`src/operand_net_defines.svh`:
```
// Size parameters of the operand network lane.
// Include wherever a width or the bypass depth is needed; the guard makes
// repeated inclusion harmless.

`ifndef OPERAND_NET_DEFINES_SVH
`define OPERAND_NET_DEFINES_SVH

////////////////////////////////////////////////////////////////////////////
// Array geometry
////////////////////////////////////////////////////////////////////////////
`define NUM_LANES		4			// Lanes in the full array

////////////////////////////////////////////////////////////////////////////
// Datapath widths
////////////////////////////////////////////////////////////////////////////
`define DATA_W			32			// Data word
`define INDEX_W			6			// Register index
`define SLICE_W			6			// Slice length and element number

////////////////////////////////////////////////////////////////////////////
// Bypass storage
////////////////////////////////////////////////////////////////////////////
`define BYPASS_DEPTH	4			// Write-back entries kept for forwarding

`endif

```
`src/operand_net_pkg.sv`:
```
// Shared types of the operand network lane.
// Modules import this package inside their body and use scoped names in
// their port lists.

`include "operand_net_defines.svh"

package operand_net_pkg;

	typedef logic [`DATA_W-1:0]		data_t;			// One data word
	typedef logic [`INDEX_W-1:0]	index_t;		// One register index

	// Source of one operand
	typedef enum logic [1:0] {
		path_imm	= 2'd0,							// Command's own data
		path_scalar	= 2'd1,							// Scalar broadcast
		path_left	= 2'd2,							// Left neighbor lane
		path_right	= 2'd3							// Right neighbor lane
	} path_sel_t;

	// Register view of an operand word
	typedef struct packed {
		logic							idx_v;		// Index is valid
		index_t							idx;		// Base register index
		logic [`DATA_W-`INDEX_W-2:0]	pad;		// Unused
	} operand_reg_t;

	// One operand word, immediate or register reference
	typedef union packed {
		data_t			imm;						// Read on path_imm
		operand_reg_t	regv;						// Read on every other path
	} operand_u;

	typedef struct packed {
		operand_u				op1;
		operand_u				op2;
		operand_u				op3;
		path_sel_t				sel1;
		path_sel_t				sel2;
		path_sel_t				sel3;
		logic [`SLICE_W-1:0]	slice_len;			// Zero runs as one element
	} slice_cmd_t;

endpackage

```
`src/issue_fsm.sv`:
```
// Issue control of one lane.
// Accepts a command in idle, steps the slice one element per cycle while
// not stalled, and spends one finish cycle before accepting again.

`timescale 1ns/1ps

module issue_fsm (
	input	logic	clock,
	input	logic	rst,
	input	logic	cmd_valid,
	input	logic	stall,
	input	logic	last,			// Counter is on the final element
	output	logic	cmd_ready,
	output	logic	load,			// Capture command, restart counter
	output	logic	advance,
	output	logic	issue,
	output	logic	done			// Final element issued this cycle
);

	typedef enum logic [1:0] {
		st_idle,
		st_issue,
		st_finish
	} state_t;

	state_t	state;
	state_t	state_nxt;

	assign cmd_ready	= (state == st_idle);
	assign load			= cmd_ready && cmd_valid;
	assign issue		= (state == st_issue) && !stall;
	assign advance		= issue;
	assign done			= issue && last;

	always_comb begin
		state_nxt = state;
		case (state)
			st_idle:	if (load) state_nxt = st_issue;
			st_issue:	if (done) state_nxt = st_finish;
			st_finish:	state_nxt = st_idle;	// Output stage shows last element
			default:	state_nxt = st_idle;
		endcase
	end

	always_ff @(posedge clock) begin
		if (rst)
			state <= st_idle;
		else
			state <= state_nxt;
	end

	// No second command may be taken before the slice has finished
	a_ready_held_low: assert property (@(posedge clock) disable iff (rst)
		load |=> (!cmd_ready until done))
		else $error("issue_fsm: command port ready during a slice");

endmodule

```
`src/slice_counter.sv`:
```
// Element counter of a slice.
// Load takes the slice length and restarts at element 0; each advance
// steps to the next element. Last flags the final element.

`timescale 1ns/1ps
`include "operand_net_defines.svh"

module slice_counter (
	input	logic					clock,
	input	logic					rst,
	input	logic					load,			// New command accepted
	input	logic					advance,		// Element issued
	input	logic [`SLICE_W-1:0]	slice_len,
	output	logic [`SLICE_W-1:0]	elem,
	output	logic					last
);

	logic [`SLICE_W-1:0]	len_q;					// Length of current slice

	always_ff @(posedge clock) begin
		if (rst) begin
			elem	<= '0;
			len_q	<= `SLICE_W'(1);
		end else if (load) begin
			elem	<= '0;
			len_q	<= (slice_len == '0) ? `SLICE_W'(1) : slice_len;	// Zero runs once
		end else if (advance) begin
			elem	<= elem + 1'b1;
		end
	end

	assign last = (elem == len_q - 1'b1);

	// Issue must stop at the last element
	a_elem_in_range: assert property (@(posedge clock) disable iff (rst)
		elem <= len_q)
		else $error("slice_counter: element %0d beyond length %0d", elem, len_q);

endmodule

```
`src/lane_path_select.sv`:
```
// Source selection of one lane.
// Picks the data of each of the three operands among the command's
// immediate, the scalar broadcast and the two neighbor lanes, and hands
// the register view of each operand on to the bypass lookup.

`timescale 1ns/1ps
`include "operand_net_defines.svh"

module lane_path_select #(
	parameter int LANE_ID = 0
)(
	input	operand_net_pkg::slice_cmd_t	cmd,
	input	operand_net_pkg::data_t			scalar_data,	// Scalar unit broadcast
	input	operand_net_pkg::data_t			left_data,		// Left neighbor
	input	operand_net_pkg::data_t			right_data,		// Right neighbor
	output	operand_net_pkg::data_t			path1_data,
	output	operand_net_pkg::data_t			path2_data,
	output	operand_net_pkg::data_t			path3_data,
	output	logic							idx_v1,
	output	logic							idx_v2,
	output	logic							idx_v3,
	output	operand_net_pkg::index_t		idx1,
	output	operand_net_pkg::index_t		idx2,
	output	operand_net_pkg::index_t		idx3
);

	import operand_net_pkg::*;

	// Lane id must name a lane of the array
	if (LANE_ID < 0 || LANE_ID >= `NUM_LANES) begin : g_bad_lane
		$error("lane_path_select: LANE_ID %0d outside 0..%0d", LANE_ID, `NUM_LANES - 1);
	end

	function automatic data_t pick_data(
		input path_sel_t	sel,
		input operand_u		op,
		input data_t		scalar_in,
		input data_t		left_in,
		input data_t		right_in
	);
		data_t val;
		case (sel)
			path_imm:		val = op.imm;
			path_scalar:	val = scalar_in;
			path_left:		val = left_in;
			default:		val = right_in;
		endcase
		return val;
	endfunction

	always_comb begin
		path1_data	= pick_data(cmd.sel1, cmd.op1, scalar_data, left_data, right_data);
		path2_data	= pick_data(cmd.sel2, cmd.op2, scalar_data, left_data, right_data);
		path3_data	= pick_data(cmd.sel3, cmd.op3, scalar_data, left_data, right_data);

		// An immediate carries no register reference
		idx_v1		= (cmd.sel1 != path_imm) && cmd.op1.regv.idx_v;
		idx_v2		= (cmd.sel2 != path_imm) && cmd.op2.regv.idx_v;
		idx_v3		= (cmd.sel3 != path_imm) && cmd.op3.regv.idx_v;
		idx1		= cmd.op1.regv.idx;
		idx2		= cmd.op2.regv.idx;
		idx3		= cmd.op3.regv.idx;
	end

endmodule

```
`src/bypass_buffer.sv`:
```
// Bypass buffer of one lane.
// Keeps recent write-backs in arrival order and forwards the newest entry
// whose index matches an operand's base index plus the element number.
// The three operands, the element number and the valid flag are
// registered here on each issue cycle.

`timescale 1ns/1ps
`include "operand_net_defines.svh"

module bypass_buffer (
	input	logic						clock,
	input	logic						rst,
	input	logic						issue,			// Register one element
	input	logic						clear,			// Drop all entries
	input	logic						wb_valid,
	input	operand_net_pkg::index_t	wb_index,
	input	operand_net_pkg::data_t		wb_data,
	input	logic [`SLICE_W-1:0]		elem,
	input	logic						idx_v1,
	input	logic						idx_v2,
	input	logic						idx_v3,
	input	operand_net_pkg::index_t	idx1,
	input	operand_net_pkg::index_t	idx2,
	input	operand_net_pkg::index_t	idx3,
	input	operand_net_pkg::data_t		path1_data,
	input	operand_net_pkg::data_t		path2_data,
	input	operand_net_pkg::data_t		path3_data,
	output	operand_net_pkg::data_t		src_data1,
	output	operand_net_pkg::data_t		src_data2,
	output	operand_net_pkg::data_t		src_data3,
	output	logic [`SLICE_W-1:0]		out_elem,
	output	logic						out_valid,
	output	logic						buff_full
);

	import operand_net_pkg::*;

	localparam int CNT_W = $clog2(`BYPASS_DEPTH + 1);
	localparam int PTR_W = (`BYPASS_DEPTH > 1) ? $clog2(`BYPASS_DEPTH) : 1;

	index_t				ent_index [`BYPASS_DEPTH];		// Oldest at 0
	data_t				ent_data  [`BYPASS_DEPTH];
	logic [CNT_W-1:0]	ent_cnt;						// Entries held
	logic [PTR_W-1:0]	wr_ptr;
	logic				wb_take;
	data_t				fwd1;
	data_t				fwd2;
	data_t				fwd3;

	assign buff_full	= (ent_cnt == CNT_W'(`BYPASS_DEPTH));
	assign wb_take		= wb_valid && !buff_full;
	assign wr_ptr		= clear ? '0 : ent_cnt[PTR_W-1:0];	// Restart at 0 on clear

	// Newest match wins; a write-back in this cycle beats every stored entry
	function automatic data_t lookup(input logic idx_v, input index_t base, input data_t path);
		index_t	eff;
		data_t	val;
		eff = base + index_t'(elem);						// Wraps modulo 64
		val = path;
		if (idx_v) begin
			for (int i = 0; i < `BYPASS_DEPTH; i++) begin
				if (i < ent_cnt && ent_index[i] == eff)
					val = ent_data[i];
			end
			if (wb_take && wb_index == eff)
				val = wb_data;
		end
		return val;
	endfunction

	always_comb begin
		fwd1 = lookup(idx_v1, idx1, path1_data);
		fwd2 = lookup(idx_v2, idx2, path2_data);
		fwd3 = lookup(idx_v3, idx3, path3_data);
	end

	////////////////////////////////////////////////////////////////////////////
	// Entry store
	////////////////////////////////////////////////////////////////////////////
	always_ff @(posedge clock) begin
		if (rst)
			ent_cnt <= '0;
		else if (clear)
			ent_cnt <= wb_take ? CNT_W'(1) : '0;	// Keep a write-back of the clear cycle
		else if (wb_take)
			ent_cnt <= ent_cnt + 1'b1;
	end

	always_ff @(posedge clock) begin
		if (wb_take) begin
			ent_index[wr_ptr]	<= wb_index;
			ent_data[wr_ptr]	<= wb_data;
		end
	end

	////////////////////////////////////////////////////////////////////////////
	// Output stage
	////////////////////////////////////////////////////////////////////////////
	always_ff @(posedge clock) begin
		if (rst)
			out_valid <= 1'b0;
		else
			out_valid <= issue;
	end

	always_ff @(posedge clock) begin
		if (issue) begin
			src_data1	<= fwd1;
			src_data2	<= fwd2;
			src_data3	<= fwd3;
			out_elem	<= elem;
		end
	end

	// Caller must hold write-backs while the buffer is full
	a_no_wb_when_full: assert property (@(posedge clock) disable iff (rst)
		buff_full |-> !wb_valid)
		else $error("bypass_buffer: write-back offered while full");

endmodule

```
`src/operand_network.sv`:
```
// One lane of the vector engine's operand network.
// Takes a slice command on a valid/ready port, issues one element per
// cycle with forwarded operands, and flags the last element with done.

`timescale 1ns/1ps
`include "operand_net_defines.svh"

module operand_network #(
	parameter int LANE_ID = 0
)(
	input	logic							clock,
	input	logic							rst,
	input	logic							cmd_valid,
	input	operand_net_pkg::slice_cmd_t	cmd,
	output	logic							cmd_ready,
	input	logic							stall,
	input	operand_net_pkg::data_t			scalar_data,
	input	operand_net_pkg::data_t			left_data,
	input	operand_net_pkg::data_t			right_data,
	input	logic							wb_valid,
	input	operand_net_pkg::index_t		wb_index,
	input	operand_net_pkg::data_t			wb_data,
	output	operand_net_pkg::data_t			src_data1,		// To execution unit
	output	operand_net_pkg::data_t			src_data2,
	output	operand_net_pkg::data_t			src_data3,
	output	logic [`SLICE_W-1:0]			out_elem,
	output	logic							out_valid,
	output	logic							done,
	output	logic							buff_full
);

	import operand_net_pkg::*;

	slice_cmd_t				cmd_q;							// Command being issued
	logic					load, advance, issue, last, fsm_done;
	logic [`SLICE_W-1:0]	elem;
	data_t					path1_data, path2_data, path3_data;
	logic					idx_v1, idx_v2, idx_v3;
	index_t					idx1, idx2, idx3;

	always_ff @(posedge clock) begin
		if (load)
			cmd_q <= cmd;
	end

	// Done lines up with the registered last element
	always_ff @(posedge clock) begin
		if (rst)
			done <= 1'b0;
		else
			done <= fsm_done;
	end

	issue_fsm u_fsm (.clock(clock), .rst(rst), .cmd_valid(cmd_valid), .stall(stall),
		.last(last), .cmd_ready(cmd_ready), .load(load), .advance(advance),
		.issue(issue), .done(fsm_done));

	slice_counter u_cnt (.clock(clock), .rst(rst), .load(load), .advance(advance),
		.slice_len(cmd.slice_len), .elem(elem), .last(last));

	lane_path_select #(.LANE_ID(LANE_ID)) u_path (.cmd(cmd_q), .scalar_data(scalar_data),
		.left_data(left_data), .right_data(right_data), .path1_data(path1_data),
		.path2_data(path2_data), .path3_data(path3_data), .idx_v1(idx_v1),
		.idx_v2(idx_v2), .idx_v3(idx_v3), .idx1(idx1), .idx2(idx2), .idx3(idx3));

	bypass_buffer u_byp (.clock(clock), .rst(rst), .issue(issue), .clear(done),
		.wb_valid(wb_valid), .wb_index(wb_index), .wb_data(wb_data), .elem(elem),
		.idx_v1(idx_v1), .idx_v2(idx_v2), .idx_v3(idx_v3),
		.idx1(idx1), .idx2(idx2), .idx3(idx3),
		.path1_data(path1_data), .path2_data(path2_data), .path3_data(path3_data),
		.src_data1(src_data1), .src_data2(src_data2), .src_data3(src_data3),
		.out_elem(out_elem), .out_valid(out_valid), .buff_full(buff_full));

endmodule

```
`config.mk`:
```
export PLATFORM = sky130hd
export DESIGN_NAME = operand_network
export DESIGN_NICKNAME = d
export VERILOG_FILES = /design/src/operand_net_pkg.sv /design/src/issue_fsm.sv /design/src/slice_counter.sv /design/src/lane_path_select.sv /design/src/bypass_buffer.sv /design/src/operand_network.sv
export VERILOG_INCLUDE_DIRS = /design/src /design/src/src
export SDC_FILE = /design/constraint.sdc
export NUM_CORES = 1
export LEC_CHECK = 0
export BUFFER_PORTS_ARGS = -buffer_cell sky130_fd_sc_hd__buf_2
export CAP_MARGIN = 20
export CELL_PAD_IN_SITES_DETAIL_PLACEMENT = 0
export CELL_PAD_IN_SITES_GLOBAL_PLACEMENT = 2
export CORE_UTILIZATION = 35
export CTS_CLUSTER_SIZE = 28
export DETAILED_ROUTE_END_ITERATION = 10
export PLACE_DENSITY_LB_ADDON = 0.1
export SLEW_MARGIN = 0
export SYNTH_ARGS = -nofsm -noshare
export SYNTH_HDL_FRONTEND = slang
export SYNTH_SLANG_ARGS = --single-unit
export TNS_END_PERCENT = 10
```
`constraint.sdc`:
```
create_clock -name clock -period 12.9 [get_ports clock]
set_input_delay 3.87 -clock clock [delete_from_list [all_inputs] [get_ports clock]]
set_output_delay 3.87 -clock clock [all_outputs]
set_load 0.02 [all_outputs]
```
# ---- Word level (Yosys, flattened, before mapping)
# Memories as Yosys holds them, arrays and structs flattened.
# Cells that the tools add are included.
dict set report totals {
  ramBits 152
  n_memories 2
  latch_bits 0
  regBits 223
  out_inout_bits 106
  wordCells 120
  inputBits 247
  mem_bits_ro 0
}
dict set report op_classes {
  n_div 0
  reduce_logical 35
  order_cmp 4
  n_shift 0
  n_addsub 6
  eq_ne 26
  n_bitwise 0
  n_mux 31
  n_mul 0
}
# memory depth width rd rd_clocked_by_memory_dff write_ports line_no
set memory_table {}
lappend memory_table {u_byp.ent_data 4 32 4 0 1 bypass_buffer.sv:42} ;# data_t ent_data [`BYPASS_DEPTH];
lappend memory_table {u_byp.ent_index 4 6 4 0 1 bypass_buffer.sv:41} ;# index_t ent_index [`BYPASS_DEPTH];
# cell n
set ops {}
lappend ops {{$mux W32} 18}
lappend ops {{$pmux W32 S3} 3}
lappend ops {{$eq A6 B6 Y1} 16}
lappend ops {{$logic_and A1 B1 Y1} 22}
lappend ops {{$add A6 B6 Y6} 3}
lappend ops {{$eq A2 B1 Y1 const B} 4}
lappend ops {{$logic_not A2 Y1} 4}
lappend ops {{$reduce_bool A2 Y1} 4}
lappend ops {{$add A6 B1 Y6 const B} 1}
lappend ops {{$eq A2 B2 Y1 const B} 3}
lappend ops {{$logic_not A6 Y1} 1}
lappend ops {{$lt A1 B3 Y1 const A} 2}
lappend ops {{$lt A2 B3 Y1 const A} 2}
lappend ops {{$mux W2} 3}
lappend ops {{$mux W3} 2}
lappend ops {{$mux W6} 1}
lappend ops {{$sub A6 B1 Y6 const B} 1}
lappend ops {{$ne A2 B2 Y1 const B} 2}
lappend ops {{$pmux W2 S2} 1}
lappend ops {{$add A3 B1 Y3 const B} 1}
lappend ops {{$eq A3 B3 Y1 const B} 1}
lappend ops {{$mux W1} 3}
lappend ops {{$logic_not A1 Y1} 2}
lappend ops {{$reduce_and A2 Y1} 1}
lappend ops {{$reduce_or A2 Y1} 1}

# ---- Depth between registers and ports, before layout
dict set report logic_depth {
  word_depth 9
  depth_mapped 13
  ltp_nobuf 10
}

# ---- Hierarchy
# From an unflattened synthesis, not the netlist that was laid out.
dict set report unflattened {
  hier_cells 1794
  area_unflattened_um2 22056.2
}
# mod seq_area_each_um2 n_inst cells_per_inst area_each_um2
set by_module_without_submodules {}
lappend by_module_without_submodules {bypass_buffer 7707.4 1 1462 15398.5}
lappend by_module_without_submodules {operand_network 3263.1 1 110 3276.9}
lappend by_module_without_submodules {lane_path_select 0.0 1 141 2623.8}
lappend by_module_without_submodules {slice_counter 240.2 1 70 636.9}
lappend by_module_without_submodules {issue_fsm 40.0 1 11 120.1}

# ---- Least setup slack after synthesis
# Ideal clock, no wire load.
dict set report synth_timing {
  kind {input -> register}
  startpoint {input stall}
  endpoint {register u_fsm.state[0]}
  required_ns 12.740
  path_stages 4
  path_buffers 0
  t_arrival_ns 12.860
  slack_ns -0.120
  setup_time_ns 0.160
  path_cell_list {nor3b_1 > o211ai_1 > a2111oi_0 > a2111oi_0}
}
dict set report synth_between {
  elab_chain_len 5
}
# element line_no
set synth_lines {}
lappend synth_lines {{start: declaration} operand_network.sv:16} ;# input logic stall,
lappend synth_lines {{$logic_not A1 Y1} issue_fsm.sv:31} ;# assign issue = (state == st_issue) && !stall;
lappend synth_lines {{$logic_and A1 B1 Y1} issue_fsm.sv:31}
lappend synth_lines {{$logic_and A1 B1 Y1} issue_fsm.sv:33} ;# assign done = issue && last;
lappend synth_lines {{$ne A2 B2 Y1 (no line)} --}
lappend synth_lines {{$reduce_and A2 Y1 (no line)} --}
lappend synth_lines {{end signal: assignment} issue_fsm.sv:47} ;# state <= st_idle;
lappend synth_lines {{end signal: assignment} issue_fsm.sv:49} ;# state <= state_nxt;
lappend synth_lines {{end: declaration} issue_fsm.sv:26} ;# state_t state;
# Every way passes these cells.
# A chain may end at the register's enable or synchronous reset.

# ---- Worst setup path after layout
dict set report layout_timing {
  startpoint {input wb_valid}
  endpoint {register u_byp.src_data2[21], data pin}
}
dict set report layout_between {
  elab_chain_len 4
}
# element line_no
set layout_lines {}
lappend layout_lines {{start: declaration} operand_network.sv:20} ;# input logic wb_valid,
lappend layout_lines {{$logic_and A1 B1 Y1} bypass_buffer.sv:51} ;# assign wb_take = wb_valid && !buff_full;
lappend layout_lines {{$logic_and A1 B1 Y1} bypass_buffer.sv:65} ;# if (wb_take && wb_index == eff)
lappend layout_lines {{$mux W32} bypass_buffer.sv:65}
lappend layout_lines {{$mux W32} bypass_buffer.sv:60} ;# if (idx_v) begin
lappend layout_lines {{via u_byp.fwd2[21]} bypass_buffer.sv:47} ;# data_t fwd2;
lappend layout_lines {{end signal: assignment} bypass_buffer.sv:109} ;# src_data2 <= fwd2;
lappend layout_lines {{end: declaration} bypass_buffer.sv:29} ;# output operand_net_pkg::data_t src_data2,
# The timed path passes the listed nets, and every way through them passes these cells.

==> impl_metrics.ini <==
[global_routing]
antenna_found_initial = 8
grt_overflow_total = 0
grt_use_total = 0.3200
grt_first_pass_wirelength_um = 154000
grt_pass1_vias = 20821
grt_max_degree = 69

[sta]
worstMarginPinSlew_ns = 1.188
setup-violations-final = 0
skew_ns = 0.01662
post-route-min-period_ns = 6.535
post-route-period-util = 0.5066
slew_headroom = 0.2051
finalSetupTns_ns = 0
whs_ns = 0.4777
rsz0062_at_grt = false
slew_violations = 0
hold_viol_final = 0
setup_slack_ns = 6.365
fmax_ghz = 0.1530

[routing]
via_per_inst = 6.576
wl_met1_um = 45700
highest_layer = met5
wirelength_um = 110000
drt-pass1-iter-count = 6
drt_iter0_drc = 2666
post-route-drc-count = 0
vias = 20931
wl_per_cell_um = 34.57
drtAntennaViolNets = 0
met3_length_um = 11530
met2RoutedLength_um = 48590

[synth]
synth.largest_area_cell = edfxtp_1
synth-edff-count = 356
syn_nets = 2280
synth_commonest_cells = edfxtp_1 (356), clkbuf_1 (159), nor2_1 (138)
ys_types = 70
yosys_most_used_dff = edfxtp_1
yosysTopAreaCellShare = 0.4588
synth.avg_cell_area_um2 = 11.59
netlist_instances = 2011
async_flop_share = 0
synth_seq_cells = 375
ys_seq_area_frac = 0.4752
synth.most_common_cell = edfxtp_1
synth_area_um2 = 23300
yosys_warnings = 0
synth_area_leaders = edfxtp_1 (46%), mux4_2 (9.3%), o2bb2ai_1 (3.5%), nand3_1 (2.7%), clkbuf_1 (2.6%)

[finish]
drive_gt1_frac = 0.2830
fin_util = 0.4225
fin_nets = 2548
final_area_um2 = 27830
syn_to_final_growth_pct = 19.44
layoutNonFillerInstCount = 3183

[clock_network]
postCtsSetupRepairBufs = 0
clkTransAtPathRegs_ns = 0.06
post_cts_resized = 0
cts.htree.levels = 2
root_buffer = clkbuf_16
cts_tree = built
clock-sinks = 375
cts_buffers = 49
clockBufferDepth = 3
insertion_delay_ns = 0.61
cts_hold_buf = 0

[setup_path]
cp-end-kind = flip-flop
arrival_ns = 6.97
required_ns = 13.33
startpoint_type = input pin
path_class = input pin to flip-flop
path_max_fanout = 42
cp-startpoint = wb_valid
reg2regPathDepth = 12
r2r-start = u_cnt.elem[0]

[placed_design]
port_buffers = 352
hpwl_um = 67360
dp_cells = 3089
place_congestion = 0.8414
place_ws_ns = 5.877
placed_area_um2 = 26180

[outcome]
status = finished clean

[floorplan]
boundaryPins = 353
die_x_um = 260.0
dieArea_um2 = 67600
initial_core_util = 0.3537
core-area_um2 = 65860
die_h_um = 260.0
rows = 94

[pwr]
power.leakage_nw = 9.459
peakVddDrop_uv = 83.87
p_per_area_nw_per_um2 = 127.4
finalPower_mw = 3.546

[min_path]
hold_depth = 2
min_from = u_cnt.len_q[5]
hold_path_class = flip-flop to flip-flop

[flow_run]
drv_cap = 0
-- registers in the layout (all words and copies together) (netlist names), 2 cells and up --
signal	count
cmd_q	102
u_byp.src_data1	32
u_byp.out_elem	6
u_byp.ent_cnt	3
u_fsm.state	2
u_byp.src_data2	32
u_cnt.elem	6
u_byp.ent_index	24
u_byp.src_data3	32
u_cnt.len_q	6
u_byp.ent_data	128
-- cell families (layout without fill, tap and decap cells) --
family / Yosys count / in the layout / synth area share
DFF: 375 / 375 / 0.4752
muxes: 98 / 98 / 0.09366
xor gates and xnor gates: 131 / 131 / 0.06536
other: 0 / 1 / 0
buffers and inverters: 225 / 532 / 0.03850
and+or+nand+nor: 528 / 528 / 0.1166
AOI/OAI and AO/OA: 632 / 632 / 0.1979
adders and majority gates: 22 / 22 / 0.01278
-- layout make-up --
class                   count  area, um2
diodes                      1      2.502
clock buffers              61       1314
clock inverters            29      270.3
fillers                  6331      38040
inverters                  18      70.07
multi-input cells        1411      11630
flip-flops and latches    375      11070
well taps                 864       1081
repair buffers            424       2392
-- cell usage in the layout, fill, tap and decap left out, types with 18 or more instances in the layout --
cell,n
xnor2_1,53
and3_1,49
buf_2,352
or3_1,33
buf_4,64
a21oi_1,57
nand2_1,31
clkbuf_16,51
a211o_1,18
edfxtp_1,356
a21boi_0,32
dfxtp_1,19
a2111oi_0,27
ha_1,19
o21ai_0,93
nor2_1,133
xnor3_1,24
mux4_2,96
nand3_1,126
nor3_1,71
a31oi_1,83
a311o_1,47
o22ai_1,39
o2bb2ai_1,94
a211oi_1,52
o311ai_0,23
xor2_1,37
-- where the power goes --
group,switching (mW),leakage [nW],internal [mW],total (mW)
registers,0.0468,3.46,1.43,1.47
logic,0.446,5.22,0.240,0.686
clock network,0.568,0.775,0.819,1.39
total,1.06,9.46,2.48,3.55
-- critical path: stages --
cell     delay (ns)
buf_2          0.09
nor2b_1        0.59
nand4_1        0.34
nor4_4         0.77
buf_4          0.66
nor2_1         0.13
buf_4          0.27
a31oi_1        0.19
-- metal layers --
metal	GRT usage	vias up
li1	-	8674
met5	0	-
met1	0.4379	10552
met3	0.08343	271
met2	0.4830	1424
met4	0.1221	10
-- worst paths after layout --
kind                    endpoint  slack [ns]
max          u_byp.src_data2[21]        6.36
min               u_cnt.len_q[5]        0.48
min reg2reg       u_cnt.len_q[5]        0.48
max reg2reg  u_byp.src_data1[26]        7.57
(Power assumes the default switching activity.)
